**src/source/rv32i_types_pkg.sv**
```systemverilog
package rv32i_types_pkg;

	// basic widths
	// one instruction or one address
	typedef logic [31:0] word_t;

	// register index for rd and rs1
	typedef logic [4:0] regidx_t;

	// instruction field positions
	// opcode in the low seven bits
	localparam int OPCODE_LSB = 0;
	localparam int OPCODE_MSB = 6;

	// destination register field
	localparam int RD_LSB = 7;
	localparam int RD_MSB = 11;

	// first source register field
	localparam int RS1_LSB = 15;
	localparam int RS1_MSB = 19;

	// major opcodes the predictor cares about
	// anything else decodes as OTHER
	typedef enum logic [6:0] {
		JAL   = 7'b1101111,
		JALR  = 7'b1100111,
		OTHER = 7'b0000000
	} opcode_t;

	// link registers per the hint table
	// x1 is ra, x5 is the alternate link t0
	localparam regidx_t LINK_REG_A = 5'd1;
	localparam regidx_t LINK_REG_B = 5'd5;

	// stack action from the classifier
	typedef enum logic [1:0] {
		RAS_NONE     = 2'b00,
		RAS_PUSH     = 2'b01,
		RAS_POP      = 2'b10,
		RAS_POP_PUSH = 2'b11
	} ras_op_t;

	// one instruction held between fetch and execute
	typedef struct packed {
		logic  valid;
		word_t instr;
		word_t pc;
	} fetch_ex_t;

	// prediction seen by the rest of the core
	// target only meaningful with predict_taken high
	typedef struct packed {
		logic  predict_taken;
		word_t target_addr;
	} prediction_t;

endpackage
```
**src/source/fetch_execute_reg.sv**
```systemverilog
`timescale 1ns/1ps

module fetch_execute_reg
	import rv32i_types_pkg::*;
(
	input  logic      CLK,
	input  logic      nRST,
	input  logic      fetch_valid,
	input  word_t     fetch_instr,
	input  word_t     fetch_pc,
	input  logic      stall,
	input  logic      flush,
	output fetch_ex_t fetch_ex
);

	// registered valid bit
	logic valid_q;

	// registered payload
	word_t instr_q;
	word_t pc_q;

	// valid bit
	// flush wins over stall, kills the held instruction
	// stall keeps whatever was there
	always_ff @(posedge CLK, negedge nRST) begin
		if (!nRST) begin
			valid_q <= 1'b0;
		end else if (flush) begin
			valid_q <= 1'b0;
		end else if (!stall) begin
			valid_q <= fetch_valid;
		end
	end

	// payload
	// loads every unstalled edge, valid decides if it counts
	// on flush the stale payload stays but is masked by valid
	always_ff @(posedge CLK) begin
		if (!stall) begin
			instr_q <= fetch_instr;
			pc_q    <= fetch_pc;
		end
	end

	// pack up for classifier and stack
	always_comb begin
		fetch_ex.valid = valid_q;
		fetch_ex.instr = instr_q;
		fetch_ex.pc    = pc_q;
	end

endmodule

```
**src/source/link_classifier.sv**
```systemverilog
`timescale 1ns/1ps

module link_classifier
	import rv32i_types_pkg::*;
(
	input  word_t   instr,
	output ras_op_t ras_op
);

	// raw fields out of the instruction word
	logic [6:0] opcode;
	regidx_t    rd;
	regidx_t    rs1;

	// link hint flags
	logic rd_link;
	logic rs1_link;
	logic same_reg;

	// opcode class
	logic is_jal;
	logic is_jalr;

	// field extraction
	always_comb begin
		opcode = instr[OPCODE_MSB:OPCODE_LSB];
		rd     = instr[RD_MSB:RD_LSB];
		rs1    = instr[RS1_MSB:RS1_LSB];
	end

	// only x1 and x5 count as link registers
	assign rd_link  = (rd == LINK_REG_A) || (rd == LINK_REG_B);
	assign rs1_link = (rs1 == LINK_REG_A) || (rs1 == LINK_REG_B);

	// rs1 equal to rd decides push vs pop-push
	assign same_reg = (rs1 == rd);

	// compare against the enum values
	assign is_jal  = (opcode == JAL);
	assign is_jalr = (opcode == JALR);

	// hint table
	// jal:  link rd pushes, else nothing
	// jalr: !rd_link, rs1_link           -> pop
	//       rd_link, !rs1_link           -> push
	//       rd_link, rs1_link, same reg  -> push
	//       rd_link, rs1_link, diff reg  -> pop then push
	//       neither link                 -> nothing
	always_comb begin
		ras_op = RAS_NONE;
		if (is_jal) begin
			if (rd_link) begin
				ras_op = RAS_PUSH;
			end
		end else if (is_jalr) begin
			case ({rd_link, rs1_link})
				2'b01: ras_op = RAS_POP;
				2'b10: ras_op = RAS_PUSH;
				2'b11: ras_op = same_reg ? RAS_PUSH : RAS_POP_PUSH;
				default: ras_op = RAS_NONE;
			endcase
		end
	end

endmodule

```
**src/source/return_predictor.sv**
```systemverilog
`timescale 1ns/1ps

module return_predictor
	import rv32i_types_pkg::*;
#(
	parameter int ENTRIES = 4
) (
	input  logic        CLK,
	input  logic        nRST,
	input  logic        fetch_valid,
	input  word_t       fetch_instr,
	input  word_t       fetch_pc,
	input  logic        stall,
	input  logic        flush,
	output prediction_t prediction
);

	// registered instruction from fetch
	fetch_ex_t fetch_ex;

	// decoded stack action for that instruction
	ras_op_t ras_op;

	// one cycle from fetch to here
	fetch_execute_reg u_fetch_execute_reg (
		.CLK         (CLK),
		.nRST        (nRST),
		.fetch_valid (fetch_valid),
		.fetch_instr (fetch_instr),
		.fetch_pc    (fetch_pc),
		.stall       (stall),
		.flush       (flush),
		.fetch_ex    (fetch_ex)
	);

	// pure decode, no state
	link_classifier u_link_classifier (
		.instr  (fetch_ex.instr),
		.ras_op (ras_op)
	);

	// prediction same cycle as the registered instruction
	return_stack #(
		.ENTRIES (ENTRIES)
	) u_return_stack (
		.CLK        (CLK),
		.nRST       (nRST),
		.valid      (fetch_ex.valid),
		.pc         (fetch_ex.pc),
		.ras_op     (ras_op),
		.stall      (stall),
		.prediction (prediction)
	);

endmodule

```
**src/source/return_stack.sv**
```systemverilog
`timescale 1ns/1ps

module return_stack
	import rv32i_types_pkg::*;
#(
	parameter int ENTRIES = 4
) (
	input  logic        CLK,
	input  logic        nRST,
	input  logic        valid,
	input  word_t       pc,
	input  ras_op_t     ras_op,
	input  logic        stall,
	output prediction_t prediction
);

	// pointer wraps for free with power of two depth
	localparam int PTR_W = $clog2(ENTRIES);
	// count needs one more state for full
	localparam int CNT_W = $clog2(ENTRIES + 1);

	// return address storage
	word_t stack_mem [ENTRIES];

	// write pointer, next free slot
	logic [PTR_W-1:0] ptr;
	logic [PTR_W-1:0] ptr_next;
	// youngest valid entry sits one below ptr
	logic [PTR_W-1:0] top_idx;

	// occupancy, saturates at ENTRIES
	logic [CNT_W-1:0] count;
	logic [CNT_W-1:0] count_next;

	// decoded conditions
	logic fire;
	logic has_entry;
	logic is_full;
	logic wants_pop;

	// memory write port
	logic             wr_en;
	logic [PTR_W-1:0] wr_idx;
	word_t            ret_addr;

	// only update once per instruction, not while stalled
	assign fire      = valid && !stall;
	assign has_entry = (count != '0);
	assign is_full   = (count == CNT_W'(ENTRIES));
	assign wants_pop = (ras_op == RAS_POP) || (ras_op == RAS_POP_PUSH);
	assign top_idx   = ptr - 1'b1;
	// address after the call
	assign ret_addr  = pc + 32'd4;

	// prediction is combinational off the held instruction
	// stays put through a stall since nothing below moves
	always_comb begin
		prediction.predict_taken = valid && wants_pop && has_entry;
		prediction.target_addr   = stack_mem[top_idx];
	end

	// next pointer, count and write
	always_comb begin
		ptr_next   = ptr;
		count_next = count;
		wr_en      = 1'b0;
		wr_idx     = ptr;
		if (fire) begin
			case (ras_op)
				RAS_PUSH: begin
					// overflow drops the oldest by overwriting it
					wr_en      = 1'b1;
					wr_idx     = ptr;
					ptr_next   = ptr + 1'b1;
					count_next = is_full ? count : count + 1'b1;
				end
				RAS_POP: begin
					// empty pop is a no-op
					if (has_entry) begin
						ptr_next   = top_idx;
						count_next = count - 1'b1;
					end
				end
				RAS_POP_PUSH: begin
					if (has_entry) begin
						// replace top in place
						wr_en  = 1'b1;
						wr_idx = top_idx;
					end else begin
						// nothing to pop, still record the call
						wr_en      = 1'b1;
						wr_idx     = ptr;
						ptr_next   = ptr + 1'b1;
						count_next = count + 1'b1;
					end
				end
				default: ;
			endcase
		end
	end

	// control state
	always_ff @(posedge CLK, negedge nRST) begin
		if (!nRST) begin
			ptr   <= '0;
			count <= '0;
		end else begin
			ptr   <= ptr_next;
			count <= count_next;
		end
	end

	// storage, count decides what is live
	always_ff @(posedge CLK) begin
		if (wr_en) begin
			stack_mem[wr_idx] <= ret_addr;
		end
	end

endmodule

```
**config.mk**
```make
export PLATFORM = sky130hd
export DESIGN_NAME = return_predictor
export DESIGN_NICKNAME = d
export VERILOG_FILES = /design/src/source/rv32i_types_pkg.sv /design/src/source/fetch_execute_reg.sv /design/src/source/link_classifier.sv /design/src/source/return_predictor.sv /design/src/source/return_stack.sv
export SDC_FILE = /design/constraint.sdc
export NUM_CORES = 1
export LEC_CHECK = 0
export ABC_AREA = 1
export BUFFER_PORTS_ARGS = -buffer_cell sky130_fd_sc_hd__buf_2
export CAP_MARGIN = 5
export CORE_ASPECT_RATIO = 0.6
export CORE_UTILIZATION = 58
export CTS_CLUSTER_DIAMETER = 120
export DETAILED_ROUTE_END_ITERATION = 10
export GPL_ROUTABILITY_DRIVEN = 0
export PLACE_DENSITY = 0.8
export RECOVER_POWER = 100
export SETUP_SLACK_MARGIN = 0.2
export SLEW_MARGIN = 20
export SYNTH_ARGS = -nofsm -noshare
export SYNTH_HDL_FRONTEND = slang
export SYNTH_HIERARCHICAL = 1
export SYNTH_SLANG_ARGS = --single-unit
```
**constraint.sdc**
```tcl
create_clock -name CLK -period 3.8 [get_ports CLK]
set_input_delay 0.95 -clock CLK [delete_from_list [all_inputs] [get_ports CLK]]
set_output_delay 0.95 -clock CLK [all_outputs]
set_load 0.05 [all_outputs]
```
==> results of run 1 <==
==> power breakdown <==
part | leakage, nW | switching, W | internal (W)
Sequential | 1.71 | 0.0000428 | 0.00228
Combinational | 1.24 | 0.000107 | 0.0000500
Clock | 0.289 | 0.000749 | 0.00104
==> layout make-up <==
type                            count  area [µm²]
Inverter                           38         144
Sequential cell                   183        5470
Timing Repair Buffer               95         474
Clock buffer                       17         425
Clock inverter                     15         178
Multi-Input combinational cell    394        1840
Tap cell                          165         206
Fill cell                         829        3640
==> cells in the final DEF, fill, tap and decap left out <==
cell type                      n
sky130_fd_sc_hd__inv_1        36
sky130_fd_sc_hd__nand3b_1     12
sky130_fd_sc_hd__a21oi_2       1
sky130_fd_sc_hd__nand3_1      34
sky130_fd_sc_hd__clkbuf_16    17
sky130_fd_sc_hd__clkinv_1      1
sky130_fd_sc_hd__nand3_2       2
sky130_fd_sc_hd__inv_6         2
sky130_fd_sc_hd__clkinv_4      2
sky130_fd_sc_hd__nor2_1       58
sky130_fd_sc_hd__a21oi_1       1
sky130_fd_sc_hd__clkbuf_2      3
sky130_fd_sc_hd__o21ai_0       2
sky130_fd_sc_hd__xor2_1       10
sky130_fd_sc_hd__nand2_1     220
sky130_fd_sc_hd__dfrtp_1       6
sky130_fd_sc_hd__nand2_2       1
sky130_fd_sc_hd__clkinv_2      4
sky130_fd_sc_hd__buf_4         4
sky130_fd_sc_hd__ha_1          1
sky130_fd_sc_hd__xnor2_1       5
sky130_fd_sc_hd__o211ai_1      1
sky130_fd_sc_hd__nand4_1      17
sky130_fd_sc_hd__bufinv_16     3
sky130_fd_sc_hd__clkinvlp_4    3
sky130_fd_sc_hd__inv_8         1
sky130_fd_sc_hd__a22oi_1      20
sky130_fd_sc_hd__buf_12        2
sky130_fd_sc_hd__fa_1          1
sky130_fd_sc_hd__edfxtp_1    177
sky130_fd_sc_hd__nor2_2        7
sky130_fd_sc_hd__inv_2         1
sky130_fd_sc_hd__clkbuf_1     33
sky130_fd_sc_hd__nor2_4        1
sky130_fd_sc_hd__buf_2        53
==> worst register-to-register path, cell delays in order (launching register included) <==
cell and delay, ns:
sky130_fd_sc_hd__edfxtp_1 0.35, sky130_fd_sc_hd__inv_1 0.06, sky130_fd_sc_hd__nand2_1 0.04, sky130_fd_sc_hd__nor2_1 0.21, sky130_fd_sc_hd__nand3_1 0.13, sky130_fd_sc_hd__nor2_1 0.32, sky130_fd_sc_hd__nand2_1 0.08, sky130_fd_sc_hd__inv_1 0.10
sky130_fd_sc_hd__nand3_1 0.16, sky130_fd_sc_hd__nand2_1 0.13, sky130_fd_sc_hd__nand3_1 0.10, sky130_fd_sc_hd__nor2_1 0.73, sky130_fd_sc_hd__clkbuf_2 0.44
==> registers in the layout, summed over array words and instances (netlist names) <==
| register | cells |
|---|---|
| u_fetch_execute_reg/instr_q | 17 |
| u_fetch_execute_reg/pc_q | 32 |
| u_fetch_execute_reg/valid_q | 1 |
| u_return_stack/count | 3 |
| u_return_stack/ptr | 2 |
| u_return_stack/stack_mem | 128 |
==> stage by stage <==
stage                     power [W]  hold slack [ns]  utilization, %  setup slack (ns)  cell area, µm²
after CTS                   0.00428            0.332            71.4             0.562            8830
after global routing        0.00438            0.404            70.6             0.206            8730
after floorplan             0.00244            0.459               -             0.477            7560
after global placement      0.00251            0.469            66.5             0.893            8230
after detailed placement    0.00252            0.477            66.5             0.824            8230
final                       0.00426            0.397            70.6             0.388            8730
==> layer usage <==
metal,up-vias,part of all wire (%),track usage [%]
met2,331,45,39.1
met5,-,0,0
li1,2369,-,-
met1,2424,43,37.7
met4,0,1.6,9.18
met3,39,10,5.45
==> final timing paths <==
path                                                   endpoint                            start  cells past startpoint
worst max-delay path                             prediction[24]            u_return_stack/ptr[0]                      7
worst min-delay path                    u_return_stack/count[2]                             nRST                      1
worst max register to register  u_return_stack/stack_mem[0][17]  u_fetch_execute_reg/instr_q[16]                     12
worst min register to register   u_return_stack/stack_mem[3][0]      u_fetch_execute_reg/pc_q[0]                      0
max in group asynchronous                 u_return_stack/ptr[1]                             nRST                      1
min in group CLK                 u_return_stack/stack_mem[3][0]      u_fetch_execute_reg/pc_q[0]                      0
==> impl_metrics.csv, run 1 <==
group,metric,value,unit
clocking,ctsHoldBuffers,0,
critical_path,critical-path-max-stage-delay,0.49,ns
sta,fmax,0.293,GHz
detailed_routing,post_route_drc_violation_count,0,
synth,post_synth_instance_area,7560,µm²
floorplan,core_area,12400,µm²
clocking,post_cts_setup_buffer_count,0,
detailed_routing,detailed_route_via_count,5163,
grt,largest_net_degree_at_the_start_of_global_routing,51,
power,power_density_cells,489,nW/µm²
clocking,tritoncts_clock_tree,"done",
placed_design,place.detailed.hpwl,10600,µm
detailed_routing,wire_per_inst,18.2,µm
clocking,ctsHtreeMaxLevel,4,
synth,postSynthCellCount,628,
detailed_routing,drt-initial-drc-count,607,
synth,post_synth.cell_area_avg,12.0,µm²
floorplan,core.rowCount,31,
floorplan,floorplan.initialDensity,61.1,%
critical_path,worstSetupEndpointType,"primary output",
grt,grt_pass1_wl,25700,µm
clocking,insertion_delay,0.43,ns
critical_path,required,2.85,ns
sta,fin_worst_skew,0.0115,ns
grt,grt_util_all_layers,26.0,%
sta,max_slew_margin_vs_limit,34.4,%
detailed_routing,wl,16500,µm
floorplan,chipHeight,90.4,µm
power,power.static_leakage,3.24,nW
layout,number_of_nets_in_the_finished_design,800,
critical_path,critical_path_peak_fanout,21,
floorplan,io-pin-count,102,
clocking,postCtsResizedCells,0,
clocking,numCtsBuffers,17,
layout,antenna_cells,0,
critical_path,r2r_slack,0.61,ns
sta,post-route-period-util,89.8,%
detailed_routing,drt-pass1-iter-count,8,
layout,areaGrowthSynthToFinish,15.5,%
grt,grt.overflow.total,0,
floorplan,design.die.area,13500,µm²
grt,antenna_found_initial,0,
sta,rsz0062_at_grt,"no",
placed_design,io_buffer_count,86,
critical_path,cp.buffers_inverters,4,
clocking,max-clock-path-buffers,2,
placed_design,placedCellCount,875,
sta,worst_margin_pin_slew,0.985,ns
synth,total_nets_after_synthesis,699,
detailed_routing,drtAntennaViolNets,0,
min_path,min_path_type,"in2async",
critical_path,arrival,2.46,ns
critical_path,crit_path_max_delay_family,"buffers and inverters",
layout,final_cell_count_no_fill,907,
power,vdd_ir_drop_max,0.336,mV
clocking,tritoncts_num_sinks,183,
sta,finalSetupTns,0,ns
detailed_routing,routed_via_density,5.69,
floorplan,die_x,149,µm
clocking,clk_pin_slew,0.07,ns
critical_path,crit_path_top_delay_cell,"sky130_fd_sc_hd__clkbuf_1",
sta,period_needed,3.41,ns
grt,via_count_of_the_first_global_routing_pass,4976,
critical_path,cp_cell_sequence,"inv_1 > nand2_1 > inv_1 > buf_12 > nand2_1 > nand3_1 > clkbuf_1",
layout,layout_cell_share_with_drive_strength_beyond_1,14.4,%
run_status,outcome,"completed",
sta,setup_viol,0,
critical_path,critPathKind,"reg2out",
synth,yosys_warnings,6,
clocking,clock_tree.root_cell,"sky130_fd_sc_hd__clkbuf_16",
run,max_cap_violations,0,
sta,final_hold_viol_count,0,
critical_path,timing.critical_path.from_type,"register",
sta,slew_violations,0,
Power figures use the tool's default switching activity.
==> run 2: changes to the inputs <==
Settings changed: CELL_PAD_IN_SITES_DETAIL_PLACEMENT from default to 0, CELL_PAD_IN_SITES_GLOBAL_PLACEMENT from default to 1, CORE_UTILIZATION 58 to 50, PLACE_DENSITY 0.8 to default, PLACE_DENSITY_LB_ADDON from default to 0.1.
Clock period 3.8 ns to 4 ns, I/O delays scaled along.
==> impl_metrics.csv, run 2 (synthesis gave the netlist of run 1 again) <==
group,metric,value,unit
run_status,outcome,"completed",
grt,largest_net_degree_at_the_start_of_global_routing,51,
power,vdd_ir_drop_max,0.298,mV
critical_path,crit_path_max_delay_family,"buffers and inverters",
layout,layout_cell_share_with_drive_strength_beyond_1,18.6,%
run,max_cap_violations,0,
layout,layout.filler_cells,1176,
clocking,clk_pin_slew,0.07,ns
critical_path,required,3.00,ns
floorplan,core_area,14600,µm²
min_path,min_path_type,"in2async",
critical_path,arrival,2.41,ns
layout,reg_top3,"u_return_stack/stack_mem x128, u_fetch_execute_reg/pc_q x32, u_fetch_execute_reg/instr_q x17",
sta,slew_violations,0,
grt,antenna_found_initial,0,
floorplan,floorplan.initialDensity,51.6,%
placed_design,io_buffer_count,86,
grt,grt_pass1_wl,25300,µm
layout,mostFrequentLayoutCell,"sky130_fd_sc_hd__nand2_1",
detailed_routing,drtAntennaViolNets,0,
critical_path,reg2reg_from,"u_fetch_execute_reg/instr_q[16]",
sta,worst_margin_pin_slew,1.04,ns
sta,fin_worst_skew,0.0192,ns
layout,largest_reg_flops,128,
clocking,max-clock-path-buffers,2,
clocking,numCtsBuffers,17,
clocking,tritoncts_num_sinks,183,
floorplan,design.die.area,15600,µm²
critical_path,timing.critical_path.from_type,"register",
critical_path,r2r_slack,0.99,ns
grt,via_count_of_the_first_global_routing_pass,4663,
placed_design,place.detailed.hpwl,10500,µm
critical_path,reg2regPathDepth,12,
sta,post-route-period-util,85.2,%
critical_path,critical-path-max-stage-delay,0.64,ns
layout,max_flop_register,"u_return_stack/stack_mem",
detailed_routing,drt-initial-drc-count,365,
critical_path,cp.buffers_inverters,4,
power,power.static_leakage,3.31,nW
detailed_routing,drt-pass1-iter-count,5,
clocking,insertion_delay,0.43,ns
clocking,clock_tree.root_cell,"sky130_fd_sc_hd__clkbuf_16",
critical_path,critPathKind,"reg2out",
sta,fmax,0.293,GHz
power,power_density_cells,458,nW/µm²
clocking,post_cts_setup_buffer_count,0,
detailed_routing,post_route_drc_violation_count,0,
critical_path,worstSetupEndpointType,"primary output",
clocking,ctsHtreeMaxLevel,4,
placed_design,placed_cell_area,8240,µm²
detailed_routing,routed_via_density,5.18,
sta,rsz0062_at_grt,"no",
sta,period_needed,3.41,ns
critical_path,cp_cell_sequence,"inv_1 > nand2_1 > inv_1 > clkbuf_2 > nand2_1 > nand4_1 > buf_2",
sta,max_slew_margin_vs_limit,30.4,%
grt,grt_util_all_layers,22.1,%
critical_path,path_depth,7,
clocking,postCtsResizedCells,0,
clocking,tritoncts_clock_tree,"done",
clocking,ctsHoldBuffers,0,
sta,finalSetupTns,0,ns
grt,grt.overflow.total,0,
layout,antenna_cells,0,
detailed_routing,wire_per_inst,17.2,µm
sta,final_hold_viol_count,0,
sta,setup_viol,0,
detailed_routing,detailed_route_via_count,4860,
detailed_routing,wl,16200,µm
layout,layout.cells.most_common_list,"sky130_fd_sc_hd__nand2_1, sky130_fd_sc_hd__edfxtp_1, sky130_fd_sc_hd__buf_2",
critical_path,critical_path_peak_fanout,32,
layout,number_of_nets_in_the_finished_design,799,
critical_path,critical_path.reg2reg.endpoint,"u_return_stack/stack_mem[2][19]",
floorplan,die_x,161,µm
layout,final_instance_area,8780,µm²
floorplan,core.rowCount,34,
floorplan,io-pin-count,102,
floorplan,chipHeight,97.2,µm
critical_path,crit_path_top_delay_cell,"sky130_fd_sc_hd__clkbuf_2",
layout,areaGrowthSynthToFinish,16.2,%
-- run 2: final cells by class --
type	count	area, µm²	area share [%]
Sequential cell	183	5470	62.3
Multi-Input combinational cell	394	1840	21.0
Timing Repair Buffer	94	473	5.39
Clock buffer	17	425	4.85
Tap cell	198	248	2.82
Clock inverter	15	181	2.07
Inverter	38	144	1.64
-- run 2: power by group --
group	switching, W	leakage, nW	internal (W)	total (W)
logic	0.0000978	1.30	0.0000476	0.000145
registers	0.0000394	1.71	0.00216	0.00220
clock network	0.000773	0.293	0.000898	0.00167
total	0.000910	3.31	0.00311	0.00402
-- run 2: worst register-to-register path: stages (launching register included) --
cell	delay [ns]
sky130_fd_sc_hd__edfxtp_1	0.36
sky130_fd_sc_hd__inv_1	0.05
sky130_fd_sc_hd__nand2_1	0.04
sky130_fd_sc_hd__nor2_1	0.19
sky130_fd_sc_hd__nand3_1	0.10
sky130_fd_sc_hd__nor2_1	0.32
sky130_fd_sc_hd__nand2_1	0.09
sky130_fd_sc_hd__inv_1	0.11
sky130_fd_sc_hd__nand3_1	0.16
sky130_fd_sc_hd__nand2_1	0.14
sky130_fd_sc_hd__nand3_1	0.13
sky130_fd_sc_hd__nor2_2	0.12
sky130_fd_sc_hd__clkbuf_2	0.79
-- run 2: stage by stage --
| stage | setup WS [ns] | hold slack [ns] | std cells | utilization [%] | power (W) |
|---|---|---|---|---|---|
| 3_3_place_gp | 1.20 | 0.466 | 907 | 56.3 | 0.00239 |
| 5_1_grt | 0.391 | 0.461 | 939 | 60.0 | 0.00415 |
| 4_1_cts | 0.874 | 0.383 | 939 | 60.4 | 0.00405 |
| 2_1_floorplan | 0.627 | 0.459 | 628 | - | 0.00232 |
| 6_report | 0.591 | 0.456 | 939 | 60.0 | 0.00402 |
| 3_5_place_dp | 1.10 | 0.481 | 907 | 56.3 | 0.00239 |
-- run 2: routing by layer --
layer  share of wire, %  up-vias  GRT usage [%]
met3                7.1        6           5.21
li1                   -     2367              -
met4               0.34        0           5.73
met1                 51     2334           33.6
met5                  0        -              0
met2                 42      153           32.0
-- run 2: worst max-delay path by stage --
stage,to,startpoint
6_report,prediction[2],u_return_stack/ptr[0]
5_1_grt,prediction[2],u_return_stack/ptr[0]
4_1_cts,prediction[27],u_return_stack/ptr[0]
3_5_place_dp,u_return_stack/stack_mem[2][14],stall
3_3_place_gp,u_return_stack/stack_mem[2][14],stall
2_1_floorplan,u_return_stack/stack_mem[2][0],stall
